--- config.mk ---
export PLATFORM = sky130hd
export DESIGN_NAME = histReadout
export DESIGN_NICKNAME = d
export VERILOG_FILES = /design/src/logic/sifhPkg.sv /design/src/logic/histReadout.sv
export SDC_FILE = /design/constraint.sdc
export NUM_CORES = 1
export LEC_CHECK = 0
export BUFFER_PORTS_ARGS = -buffer_cell sky130_fd_sc_hd__buf_2
export CELL_PAD_IN_SITES_DETAIL_PLACEMENT = 0
export CELL_PAD_IN_SITES_GLOBAL_PLACEMENT = 1
export CORE_ASPECT_RATIO = 0.6
export CORE_MARGIN = 4
export CORE_UTILIZATION = 35
export CTS_BUF_LIST = sky130_fd_sc_hd__clkbuf_2
export CTS_CLUSTER_SIZE = 14
export DETAILED_ROUTE_END_ITERATION = 8
export GPL_TIMING_DRIVEN = 0
export PLACE_DENSITY = 0.88
export SLEW_MARGIN = 15
export SYNTH_ARGS = -nofsm -noshare
export SYNTH_HDL_FRONTEND = slang
export SYNTH_SLANG_ARGS = --single-unit
--- constraint.sdc ---
create_clock -name clk -period 1.2 [get_ports clk]
set_clock_uncertainty 0.05 [all_clocks]
set_input_delay 0.12 -clock clk [delete_from_list [all_inputs] [get_ports clk]]
set_output_delay 0.12 -clock clk [all_outputs]
set_load 0.01 [all_outputs]
--- src/logic/sifhPkg.sv ---
package sifhPkg;

    // sample and hit count width.
    localparam int Np = 10;

    // sensor geometry per acquisition.
    localparam int PIXEL_NUM_PER_RAM = 3;
    localparam int ROW_NUM = 2;

    // minimum cds value that is counted as a hit.
    localparam int HIT_THRESHOLD = 100;

    // counts stick here once reached.
    localparam logic [Np-1:0] COUNT_MAX = {Np{1'b1}};

    // one raw adc sample.
    typedef logic [Np-1:0] sampleT;

    // one saturating per-pixel hit count.
    typedef logic [Np-1:0] countT;

    // pixel index within a row.
    typedef logic [1:0] colT;

    // row index within an acquisition.
    typedef logic [0:0] rowT;

    // acquisition number, wraps at 256.
    typedef logic [7:0] acqT;

    // one row of counts, pixel 0 in the low bits.
    typedef logic [PIXEL_NUM_PER_RAM*Np-1:0] rowWordT;

    // one paired pixel, as produced by the framer.
    typedef struct packed {
        rowT    row;
        colT    col;
        sampleT cds;
        logic   hit;
    } pixelRecT;

    // one finished row of the histogram.
    typedef struct packed {
        rowT     row;
        rowWordT word;
        logic    lastRow;
    } rowOutT;

endpackage

--- src/logic/histReadout.sv ---
module histReadout import sifhPkg::*; (
    input  logic    clk,
    input  logic    rstN,
    input  logic    clrHist,
    input  logic    rowValid,
    input  rowOutT  rowOut,
    output logic    resultValid,
    output rowWordT result,
    output rowT     resultRow,
    output acqT     resultAcq,
    output logic    resultSat
);

    // acquisitions completed since reset or clear.
    acqT  acq;

    // some pixel of the incoming row is pinned at max.
    logic rowSat;

    always_comb begin
        rowSat = 1'b0;
        for (int p = 0; p < PIXEL_NUM_PER_RAM; p++) begin
            if (rowOut.word[p*Np +: Np] == COUNT_MAX) begin
                rowSat = 1'b1;
            end
        end
    end

    // clear wins over the end of an acquisition.
    always_ff @(posedge clk or negedge rstN) begin
        if (!rstN) begin
            acq <= '0;
        end else if (clrHist) begin
            acq <= '0;
        end else if (rowValid && rowOut.lastRow) begin
            acq <= acq + 1'b1;
        end
    end

    always_ff @(posedge clk or negedge rstN) begin
        if (!rstN) begin
            resultValid <= 1'b0;
            resultAcq   <= '0;
        end else begin
            resultValid <= rowValid;
            if (rowValid) begin
                // a row caught by a clear is already tagged as acquisition 0.
                resultAcq <= clrHist ? acqT'(0) : acq;
            end
        end
    end

    always_ff @(posedge clk) begin
        if (rowValid) begin
            result    <= rowOut.word;
            resultRow <= rowOut.row;
            resultSat <= rowSat;
        end
    end

endmodule

### Word-level counts from Yosys, hierarchy flattened

Index checks and enable logic that the tools add are counted.

| word-level totals | value |
|---|---|
| bits in writable memories | 0 |
| latch bits | 0 |
| word-level logic and storage cells | 17 |
| bits in read-only memories | 0 |
| output and inout bits | 41 |
| bits in registers | 49 |
| input bits | 36 |
| memories kept | 0 |

| operators by class | value |
|---|---|
| equal/unequal tests | 3 |
| muxes and demuxes | 4 |
| order comparisons | 0 |
| multiply operators | 0 |
| div/mod/pow operators | 0 |
| shift-type cells | 0 |
| add/subtract/negate cells | 1 |
| reductions and logical operators | 3 |
| bitwise logic cells | 0 |

Operators by type and width:

| operator | number |
|---|---|
| 10-bit equality test (second input constant) | 3 |
| 8-bit two-way mux | 3 |
| 8-bit by 1-bit adder with 8-bit output (second input constant) | 1 |
| 2-bit nonzero test | 1 |
| 2-bit OR reduction | 1 |
| 1-bit logical AND | 1 |
| 1-bit two-way mux | 1 |

### Longest topological paths before layout

| logic depth | value |
|---|---|
| depth in word-level cells | 3 |
| gate-level depth with buffers | 4 |
| gate-level depth less buffers | 4 |

### Least setup slack after synthesis

No wires, ideal clock.

| timing | value |
|---|---|
| path type | reg2reg |
| from | register acq[0] |
| to | register acq[4] |
| data required time | 1.025 ns |
| arrival time | 1.143 ns |
| period minus slack after synthesis | 1.318 ns |
| cell stages (with the launch flop) | 5 |
| path slack | -0.118 ns |
| buffers on the path | 0 |
| setup time | 0.125 ns |
| path through | dfrtp_1 > ha_1 > and3_4 > nand3_1 > mux2_4 |

| between the ends | value |
|---|---|
| longest elaborated chain between the ends | 3 |

Ends and longest elaborated chain:

| what | line | text |
|---|---|---|
| start: declaration | histReadout.sv:15 | `acqT acq;` |
| start signal: assignment | histReadout.sv:36 | `acq <= acq + 1'b1;` |
| 8-bit by 1-bit adder with 8-bit output | histReadout.sv:36 |  |
| 8-bit two-way mux | histReadout.sv:35 | `end else if (rowValid && rowOut.lastRow) begin` |
| 8-bit two-way mux | histReadout.sv:33 | `end else if (clrHist) begin` |

Every way passes these cells. The select of a mux whose other input is x is not followed.
A chain may end at the register's enable or synchronous reset.

### Final worst setup path

Ends and elaborated chain as after synthesis.

==> metrics.txt <==
status finished with violations; violated checks setup timing; P per Cell Area 1160 nW/um2; multiplexer share of the synthesized area 0.0440; fmax about 750 MHz; Final nets 276; # rows 20; Syn Area/Cell about 16 um2; CTS Buffer Depth 2; critical path fanouts, max 2; Chip Width 101 um; I/O Buffers 76; diode count 0; Ports 77; H-tree levels 2; Worst-path clk slew 0.24 ns; Post-Synth Adder-Cell Area 0.00687; clock sinks roughly 50; final total power 3210 uW; Core Area 5050 um2; final hold vios 0; worst endpoint data arrival time around 1.6 ns; fill count 430; ANT nets after route 0; most frequent cells in the layout buf_2, dlygate4sd3_1, edfxtp_1; worst skew pair latency 0.40 ns; Initial Utilization 0.360; Finished Cell Area roughly 2800 um2; Slew @ Worst Pin roughly 0.43 ns; layout cells sized above 1 0.438; clock root buffer clkbuf_2; total congestion overflow 0; largest net degree at the start of global routing 35; Placed Area 2290 um2; final worst path period share 1.11; endpoints failing setup 4; number of detailed-route iterations in the first pass 4; final wirelength 4.64 mm; YS warnings 0; routed vias 1375; pre-CTS setup slack -0.617 ns; CP Launch Type flop; cells after synthesis 116; vias per cell 4.49; Placer Congestion ~0.76; Setup Crit Path Kind reg -> reg; Hold WC Path Type in -> reg; main combinational cell family by area after synthesis simple AND/OR/NAND/NOR gates; vias in the first global route 1518; CTS tree done; Slew Limit Fails 0; GRT Total Usage 0.151; Net Count, Synth 153; Routed wire per std cell 15.2 um; Synth Area in XOR/XNOR 0.00962; drt drc 0; synthesis-to-layout area growth 52.0%; first-pass GRT wire length 7.52 mm; commonest non-fill, non-tap cell in the layout buf_2; CP Capture Type flop; synthesized-area fraction occupied by and/or/nand/nor cells 0.132; Detail Placement HPWL 3.04 mm; Synth Area in Compound Gates 0.0247; initial antenna violation count 0; Final min period 1.33 ns; sequential area share after synthesis 0.762; Hold Slack 0.0356 ns; Pleak about 0.0012 uW; CP required approximately 1.5 ns; Yosys reg bits between 40 and 50; Post-Syn Area roughly 1800 um2; Core Util, Final 0.548; maximum VDD drop 0.602 mV; DRT iter0 DRCs between 40 and 50; RSZ-0062 raised after global routing yes; final worst slack -0.132 ns; Die ar. 6460 um2; Max-slew headroom 0.715; max-cap viol count 0; CTS Buf Count 5; Die Height between 60 and 70 um; Netlist cell types 28
[synth_stat cells]
| library cell | number | area [um2] |
|---|---|---|
| mux2_4 | 1 | 15.0 |
| nand2b_1 | 1 | 6.26 |
| nand4_1 | 7 | 43.8 |
| mux2_2 | 4 | 45.0 |
| o21ai_0 | 6 | 30.0 |
| or3_1 | 3 | 18.8 |
| nor2b_1 | 2 | 12.5 |
| nor2_1 | 5 | 18.8 |
| nor4_2 | 1 | 12.5 |
| nand3b_1 | 4 | 30.0 |
| ha_1 | 1 | 12.5 |
| nand2_1 | 5 | 18.8 |
| nand2_4 | 1 | 11.3 |
| or2_2 | 1 | 6.26 |
| nand3_1 | 2 | 10.0 |
| dfrtp_1 | 17 | 425 |
| buf_2 | 1 | 5.00 |
| edfxtp_1 | 32 | 961 |
| mux2i_1 | 2 | 20.0 |
| a21oi_1 | 3 | 15.0 |
| nand3_2 | 2 | 20.0 |
| inv_1 | 6 | 22.5 |
| and3_4 | 1 | 11.3 |
| clkbuf_1 | 1 | 3.75 |
| xnor2_1 | 1 | 8.76 |
| buf_4 | 1 | 7.51 |
| nor3_1 | 4 | 20.0 |
| xor2_1 | 1 | 8.76 |
[state kept, by name, indices dropped and copies added (netlist names)]
name and count:
result 30, acq 8, resultAcq 8, resultRow 1, resultSat 1, resultValid 1
[metal layers]
metal  track usage  wire [um]
met1         0.191       2060
met2         0.248       2300
met3        0.0382        186
met4        0.0597         89
met5             0          0
[final timing paths]
| path | slack, ns | from | to | cells past startpoint |
|---|---|---|---|---|
| worst max-delay path | -0.13 | acq[0] | acq[4] | 4 |
| worst min-delay path | 0.04 | clrHist | resultAcq[7] | 3 |
| worst max register to register | -0.13 | acq[0] | acq[4] | 4 |
| worst min register to register | 0.48 | resultAcq[1] | resultAcq[1] | 2 |
| max in group asynchronous | 0.73 | rstN | acq[3] | 2 |
| min in group asynchronous | 0.08 | rstN | resultAcq[0] | 2 |
[kinds of logic (layout without fill, tap and decap cells)]
kind of cell | after synthesis | count (layout)
multiplexers | 7 | 7
XOR/XNOR | 2 | 2
buffers and inverters | 9 | 133
AND/OR/NAND/NOR | 39 | 39
adder cells (fa/ha/maj) | 1 | 1
flip-flops | 49 | 49
AO/OA/AOI/OAI | 9 | 9
[repair_timing]
| action | 4_1_cts | 5_1_grt |
|---|---|---|
| setup endpoints to repair | 6 | 46 |
| hold buffers | 35 | 0 |
| buffers inserted | 3 | 2 |
| endpoints found under the hold margin | 51 | 0 |
| pin swaps | 2 | 0 |
| resized for setup | 5 | 0 |
[critical path: stages, from the launching register on]
cell	delay (ns)
dfrtp_1	0.43
ha_2	0.20
and3_4	0.19
nand3_2	0.07
mux2_4	0.30
[power breakdown]
part	switching, uW	internal (uW)
logic	202	200
clock network	515	355
registers	25.6	1910
total	743	2460
[metrics by stage]
stage | setup TNS, ns | cells
floorplan | -0.0928 | 116
global placement | -5.81 | 258
detailed placement | -6.60 | 258
CTS | -0.387 | 304
global route | -1.91 | 306
finish | -0.407 | 306
[area by class of cell]
cell class | instances | area, um2 | share of cell area
repair buffers | 116 | 771 | 0.278
clock inverters | 2 | 33.8 | 0.0122
multi-input cells | 58 | 424 | 0.153
plain buffers | 3 | 16.3 | 0.00588
well taps | 66 | 82.6 | 0.0298
flip-flops and latches | 49 | 1390 | 0.501
clock buffers | 6 | 30.0 | 0.0108
inverters | 6 | 22.5 | 0.00814
(Power assumes the default switching activity.)
