===== src/logic/sifhPkg.sv =====
package sifhPkg;

    // sample and hit count width.
    localparam int Np = 10;

    // sensor geometry per acquisition.
    localparam int PIXEL_NUM_PER_RAM = 3;
    localparam int ROW_NUM = 2;

    // minimum cds value that is counted as a hit.
    localparam int HIT_THRESHOLD = 100;

    // counts stick here once reached.
    localparam logic [Np-1:0] COUNT_MAX = {Np{1'b1}};

    // one raw adc sample.
    typedef logic [Np-1:0] sampleT;

    // one saturating per-pixel hit count.
    typedef logic [Np-1:0] countT;

    // pixel index within a row.
    typedef logic [1:0] colT;

    // row index within an acquisition.
    typedef logic [0:0] rowT;

    // acquisition number, wraps at 256.
    typedef logic [7:0] acqT;

    // one row of counts, pixel 0 in the low bits.
    typedef logic [PIXEL_NUM_PER_RAM*Np-1:0] rowWordT;

    // one paired pixel, as produced by the framer.
    typedef struct packed {
        rowT    row;
        colT    col;
        sampleT cds;
        logic   hit;
    } pixelRecT;

    // one finished row of the histogram.
    typedef struct packed {
        rowT     row;
        rowWordT word;
        logic    lastRow;
    } rowOutT;

endpackage


===== src/logic/sampleFramer.sv =====
module sampleFramer import sifhPkg::*; (
    input  logic     clk,
    input  logic     rstN,
    input  logic     wrEn,
    input  sampleT   data,
    output logic     pixValid,
    output pixelRecT pixRec
);

    // sample phase within a pixel.
    // low while waiting for the reset sample.
    logic   secondSample;

    // position of the pixel being sampled.
    colT    col;
    rowT    row;

    // reset level held until the signal level arrives.
    sampleT resetSample;

    // clipped difference and hit decision.
    sampleT cds;
    logic   hit;

    logic   lastCol;
    logic   lastRow;

    assign lastCol = (col == colT'(PIXEL_NUM_PER_RAM - 1));
    assign lastRow = (row == rowT'(ROW_NUM - 1));

    // signal below reset gives no charge, so clip at zero.
    always_comb begin
        if (data > resetSample) begin
            cds = data - resetSample;
        end else begin
            cds = '0;
        end
        hit = (cds >= sampleT'(HIT_THRESHOLD));
    end

    // phase and position only move on a sample strobe.
    always_ff @(posedge clk or negedge rstN) begin
        if (!rstN) begin
            secondSample <= 1'b0;
            col          <= '0;
            row          <= '0;
        end else if (wrEn) begin
            secondSample <= ~secondSample;
            if (secondSample) begin
                if (lastCol) begin
                    col <= '0;
                    if (lastRow) begin
                        row <= '0;
                    end else begin
                        row <= row + 1'b1;
                    end
                end else begin
                    col <= col + 1'b1;
                end
            end
        end
    end

    // capture the reset level on the first sample.
    always_ff @(posedge clk) begin
        if (wrEn && !secondSample) begin
            resetSample <= data;
        end
    end

    // record strobe, one cycle after the signal sample.
    always_ff @(posedge clk or negedge rstN) begin
        if (!rstN) begin
            pixValid <= 1'b0;
        end else begin
            pixValid <= wrEn && secondSample;
        end
    end

    always_ff @(posedge clk) begin
        if (wrEn && secondSample) begin
            pixRec.row <= row;
            pixRec.col <= col;
            pixRec.cds <= cds;
            pixRec.hit <= hit;
        end
    end

endmodule


===== config.mk =====
export PLATFORM = sky130hd
export DESIGN_NAME = sampleFramer
export DESIGN_NICKNAME = d
export VERILOG_FILES = /design/src/logic/sifhPkg.sv /design/src/logic/sampleFramer.sv
export SDC_FILE = /design/constraint.sdc
export NUM_CORES = 1
export LEC_CHECK = 0
export CAP_MARGIN = 20
export CELL_PAD_IN_SITES_DETAIL_PLACEMENT = 1
export CELL_PAD_IN_SITES_GLOBAL_PLACEMENT = 2
export CORE_ASPECT_RATIO = 1.2
export CORE_UTILIZATION = 29
export DETAILED_ROUTE_END_ITERATION = 16
export DONT_BUFFER_PORTS = 1
export PLACE_DENSITY = 0.72
export RECOVER_POWER = 50
export SLEW_MARGIN = 20
export SYNTH_ARGS = -nofsm -noshare
export SYNTH_HDL_FRONTEND = slang
export SYNTH_SLANG_ARGS = --single-unit

===== constraint.sdc =====
create_clock -name clk -period 2.4 [get_ports clk]
set_input_delay 0.12 -clock clk [delete_from_list [all_inputs] [get_ports clk]]
set_output_delay 0.12 -clock clk [all_outputs]
set_load 0.02 [all_outputs]

## Word-level counts from Yosys, hierarchy flattened

Index checks and enable logic that the tools add are counted.

- Add/subtract/negate cells: 3
- Order comparisons: 2
- Equal/unequal tests: 1
- Multiplexer cells: 3
- Bitwise gates (word level): 1
- Reduce and logical (&&, ||, !) cells: 5

Operators by type and width:

| cell | number |
|---|---|
| 10-bit by 7-bit >= comparator with 1-bit output, second input constant | 1 |
| 10-bit greater-than comparator | 1 |
| 10-bit two-way mux | 1 |
| 10-bit subtractor | 1 |
| 3-bit AND reduction | 1 |
| 2-bit by 1-bit adder with 2-bit output, second input constant | 1 |
| 2-bit equality test, second input constant | 1 |
| 1-bit logical AND | 2 |
| 2-bit two-way mux | 1 |
| 2-bit AND reduction | 1 |
| 1-bit adder, second input constant | 1 |
| 1-bit zero test | 1 |
| 1-bit two-way mux | 1 |
| 1-bit NOT | 1 |

- Flip-flop bits (word level): 29
- Input bits: 13
- Output and inout bits: 15
- Word-level logic and storage cells: 24

## Longest topological paths before layout

- Word-level depth: 3
- Gate-level depth with buffers: 10
- Gate-level depth less buffers: 10

## Worst setup path after synthesis

No wires, ideal clock.

- Path kind: register -> register
- From: register resetSample[0]
- To: register pixRec[0] (netlist bit) (data pin)
- Setup time: 0.273 ns
- Arrival: 1.951 ns
- Data required time: 2.127 ns
- Path slack: 0.176 ns
- Cell stages (with the launch flop): 10
- Buffers on the path: 0
- Period minus slack after synthesis: 2.224 ns
- Cells stage by stage: edfxtp_1 ha_1 inv_1 fa_1 a21o_1 a221oi_4 o21bai_1 a21oi_1 xor2_1 a41oi_2

- Longest elaborated chain between the ends: 3
- Elaborated cells on any way between the ends: 4
- Those cells by class: 1 x add/sub; 2 x order compare; 1 x mux

RTL lines:

| item | line | text |
|---|---|---|
| from (decl) | sampleFramer.sv:19 | `sampleT resetSample;` |
| from (signal assigned) | sampleFramer.sv:67 | `resetSample <= data;` |
| 10-bit subtractor / 10-bit greater-than comparator (equally long branches) | sampleFramer.sv:34, sampleFramer.sv:33 |  |
| 10-bit two-way mux * | sampleFramer.sv:33 | `if (data > resetSample) begin` |
| 10-bit by 7-bit >= comparator with 1-bit output * | sampleFramer.sv:38 | `hit = (cds >= sampleT'(HIT_THRESHOLD));` |
| via hit | sampleFramer.sv:23 | `logic hit;` |
| to (decl) | sampleFramer.sv:7 | `output pixelRecT pixRec` |

Mark *: on every way through the listed nets, which the timed path passes. The rest lies on a longest branch.
A chain may end at the register's enable or synchronous reset.

## Worst setup path after layout

Ends and elaborated chain as after synthesis.

==> run_results.csv <==
group,metric,value,unit
run_status,status,"complete, no violations",
placed_design,dpl.hpwl,2158,um
clocking,clk_latency,0.28,ns
sta,relSlewSlack,61.67,%
logic_synthesis,synth-seq-cells,29,
routing,vias,961,
finish,final_util,37.62,%
sta,fin_crit,2.324,ns
global_route,grt_pass1_wl,4781,um
finish,drive_gt1_share,14.79,%
sta,skew,0.001657,ns
setup_path,arrival,2.34,ns
finish,nNetsFinal,165,
placed_design,io_buffers,0,
clocking,cts_max_level,2,
global_route,grt_usage,12.59,%
die,core,4730,sq um
logic_synthesis,seq_area_frac_synth,57.88,%
setup_path,r2r_setup_slack,0.08,ns
sta,finalSetupTns,0,ns
routing,drt_iter0_drc,43,
die,die_h,79.77,um
routing,ant_nets,0,
setup_path,crit_path_end_kind,"flip-flop",
logic_synthesis,netlist_area,1461,sq um
setup_path,critPathLaunch,"resetSample[0]$_DFFE_PP_",
logic_synthesis,synthArstFlopShare,17.24,%
finish,final_cell_count_no_fill,200,
logic_synthesis,synth_warnings,0,
logic_synthesis,yosysUniqueCellTypes,30,
power_and_ir_drop,cellPowerDensity,976.2,nW/um^2
sta,min_period_over_period,96.84,%
die,die_w,66.81,um
job,maxCapViolations,0,
global_route,grt_antenna_before_repair,0,
logic_synthesis,yosysTopAreaCellShare,49.32,%
power_and_ir_drop,p_leak,0.7391,nW
finish,diodes,0,
clocking,clk_pin_slew,0.06,ns
routing,firstDrtPassIters,4,
die,fp.dieArea,5329,sq um
die,ioPinCount,28,
placed_design,placed_cells,177,
logic_synthesis,yosysTopAreaCell,"edfxtp_1",
sta,setup_viol,0,
global_route,grt_overflow,0,
placed_design,gp_congestion,0.6992,
finish,fill_cells,529,
routing,wl,2975,um
setup_path,worstReg2RegStart,"resetSample[0]$_DFFE_PP_",
clocking,clock-root-buffer,"clkbuf_8",
sta,final-hold-violation-count,0,
logic_synthesis,ys.flop_type,"edfxtp_1",
sta,rsz0062_at_grt,"yes",
finish,areaGrowthSynthToFinish,21.75,%
die,start_util,30.90,%
routing,drc,0,
die,row_count,27,
placed_design,placed_area,1545,sq um
routing,wl_per_cell,14.88,um
setup_path,worst_setup_path_start_kind,"flip-flop",
clocking,clkSinkCount,29,
clocking,cts_tree,"built",
sta,maxSlewViolCount,0,
global_route,grt_max_degree,17,
clocking,cts_buffers,5,
setup_path,reg2reg_depth,9,
logic_synthesis,syn_inst,117,
logic_synthesis,syn_area_per_cell,12.49,sq um
setup_path,path_class,"flip-flop to flip-flop",
finish,finalInstanceArea,1779,sq um
logic_synthesis,synth_edf_count,24,
logic_synthesis,synthesis.nets,141,
global_route,grt_pass1_vias,1018,
routing,viasPerCell,4.805,
setup_path,path_max_fanout,3,
setup_path,worst_ep_required_time,2.42,ns
logic_synthesis,synthTopCellsByArea,"edfxtp_1, dfrtp_1, ha_1",
power_and_ir_drop,vdd_drop_max,0.0002403,V
sta,tightest_slew,0.5743,ns
clocking,clockBufferDepth,2,
sta,clock.fmax,430.2,MHz
hold_path,holdCritPathClass,"primary input to async pin",
-- state kept, by name (all words and copies together), names as in the netlist --
signal / cells
pixValid: 1
pixRec: 14
secondSample: 1
resetSample: 10
lastRow: 1
col: 2
-- critical path, cell delays in order (launching register included) --
cell and delay, ns:
edfxtp_1 0.34, ha_2 0.19, inv_2 0.04, fa_2 0.34, a21o_1 0.21, a221oi_4 0.32
o21bai_1 0.09, a21oi_1 0.17, xor2_1 0.24, a41oi_2 0.12
-- power by group --
part	switching, mW	leakage, nW	internal, mW
Clock	0.194	0.0439	0.199
Sequential	0.143	0.290	0.723
Combinational	0.269	0.405	0.207
-- path summary, 6_finish.rpt --
path                                        end
min reg2reg                pixRec[13]$_DFFE_PP_
max reg2reg                 pixRec[0]$_DFFE_PP_
min                         lastRow$_DFFE_PN0P_
max in group asynchronous    col[1]$_DFFE_PN0P_
max                         pixRec[0]$_DFFE_PP_
min in group clk             col[1]$_DFFE_PN0P_
-- final cells by class --
cell class                 instances  area [sq um]  share of cell area (%)
clock buffer                       5         68.82                   3.868
timing repair buffer              18         165.2                   9.283
clock inverter                     3         17.52                  0.9845
inverter                          14         52.55                   2.954
sequential                        29         845.8                   47.54
tap                               58         72.57                   4.079
multi-input combinational         73         556.8                   31.29
-- layer usage --
layer  wire, um  track usage, %
met1       1240           13.75
met2       1540           21.31
met4         72           7.021
met5          0               0
met3        122           3.714
-- synthesized netlist by cell type (3+ instances only) --
library cell	instances
edfxtp_1	24
dfrtp_1	5
ha_1	10
xnor2_1	5
a21oi_1	4
inv_1	14
o21ai_0	4
a21o_1	6
xor2_1	3
nand2_1	4
nor2_1	13
nor3_1	3
-- layout by cell type, fill, tap and decap left out, drive strengths merged, types with 3 or more instances in the layout --
cell type,count
clkbuf,5
buf,6
dlygate4sd3,12
ha,10
inv,14
nand2,4
nor3,3
xnor2,5
a21o,6
nor2,13
edfxtp,24
o21a,3
a21oi,4
o21ai,6
dfrtp,5
xor2,3
-- stage by stage --
stage          power (mW)  hold slack (ns)  worst slack, ns
2_1_floorplan       1.206          -0.1756           0.1758
4_1_cts             1.751           0.1198          0.01227
3_3_place_gp        1.299          -0.1755          0.07962
5_1_grt             1.858           0.1436         -0.09230
3_5_place_dp        1.326          -0.1754         -0.01054
6_report            1.737           0.1280          0.07576
-- timing repair --
action | 4_1_cts | 5_1_grt
gates cloned | 0 | 0
hold buffers | 12 | 0
buffers inserted | 0 | 3
gates resized for setup | 0 | 3
hold endpoints to repair | 16 | 0
endpoints found under the setup margin | 1 | 5
pin swaps | 3 | 2
-- cell families after synthesis --
| logic type | after synthesis | share of synthesized area, % |
|---|---|---|
| adder cells (fa/ha/maj) | 11 | 9.932 |
| XOR/XNOR | 8 | 4.795 |
| buffers and inverters | 15 | 4.366 |
| AND/OR/NAND/NOR | 29 | 9.332 |
| flip-flops | 29 | 57.88 |
| AO/OA/AOI/OAI | 25 | 13.70 |
Power figures use the tool's default switching activity.
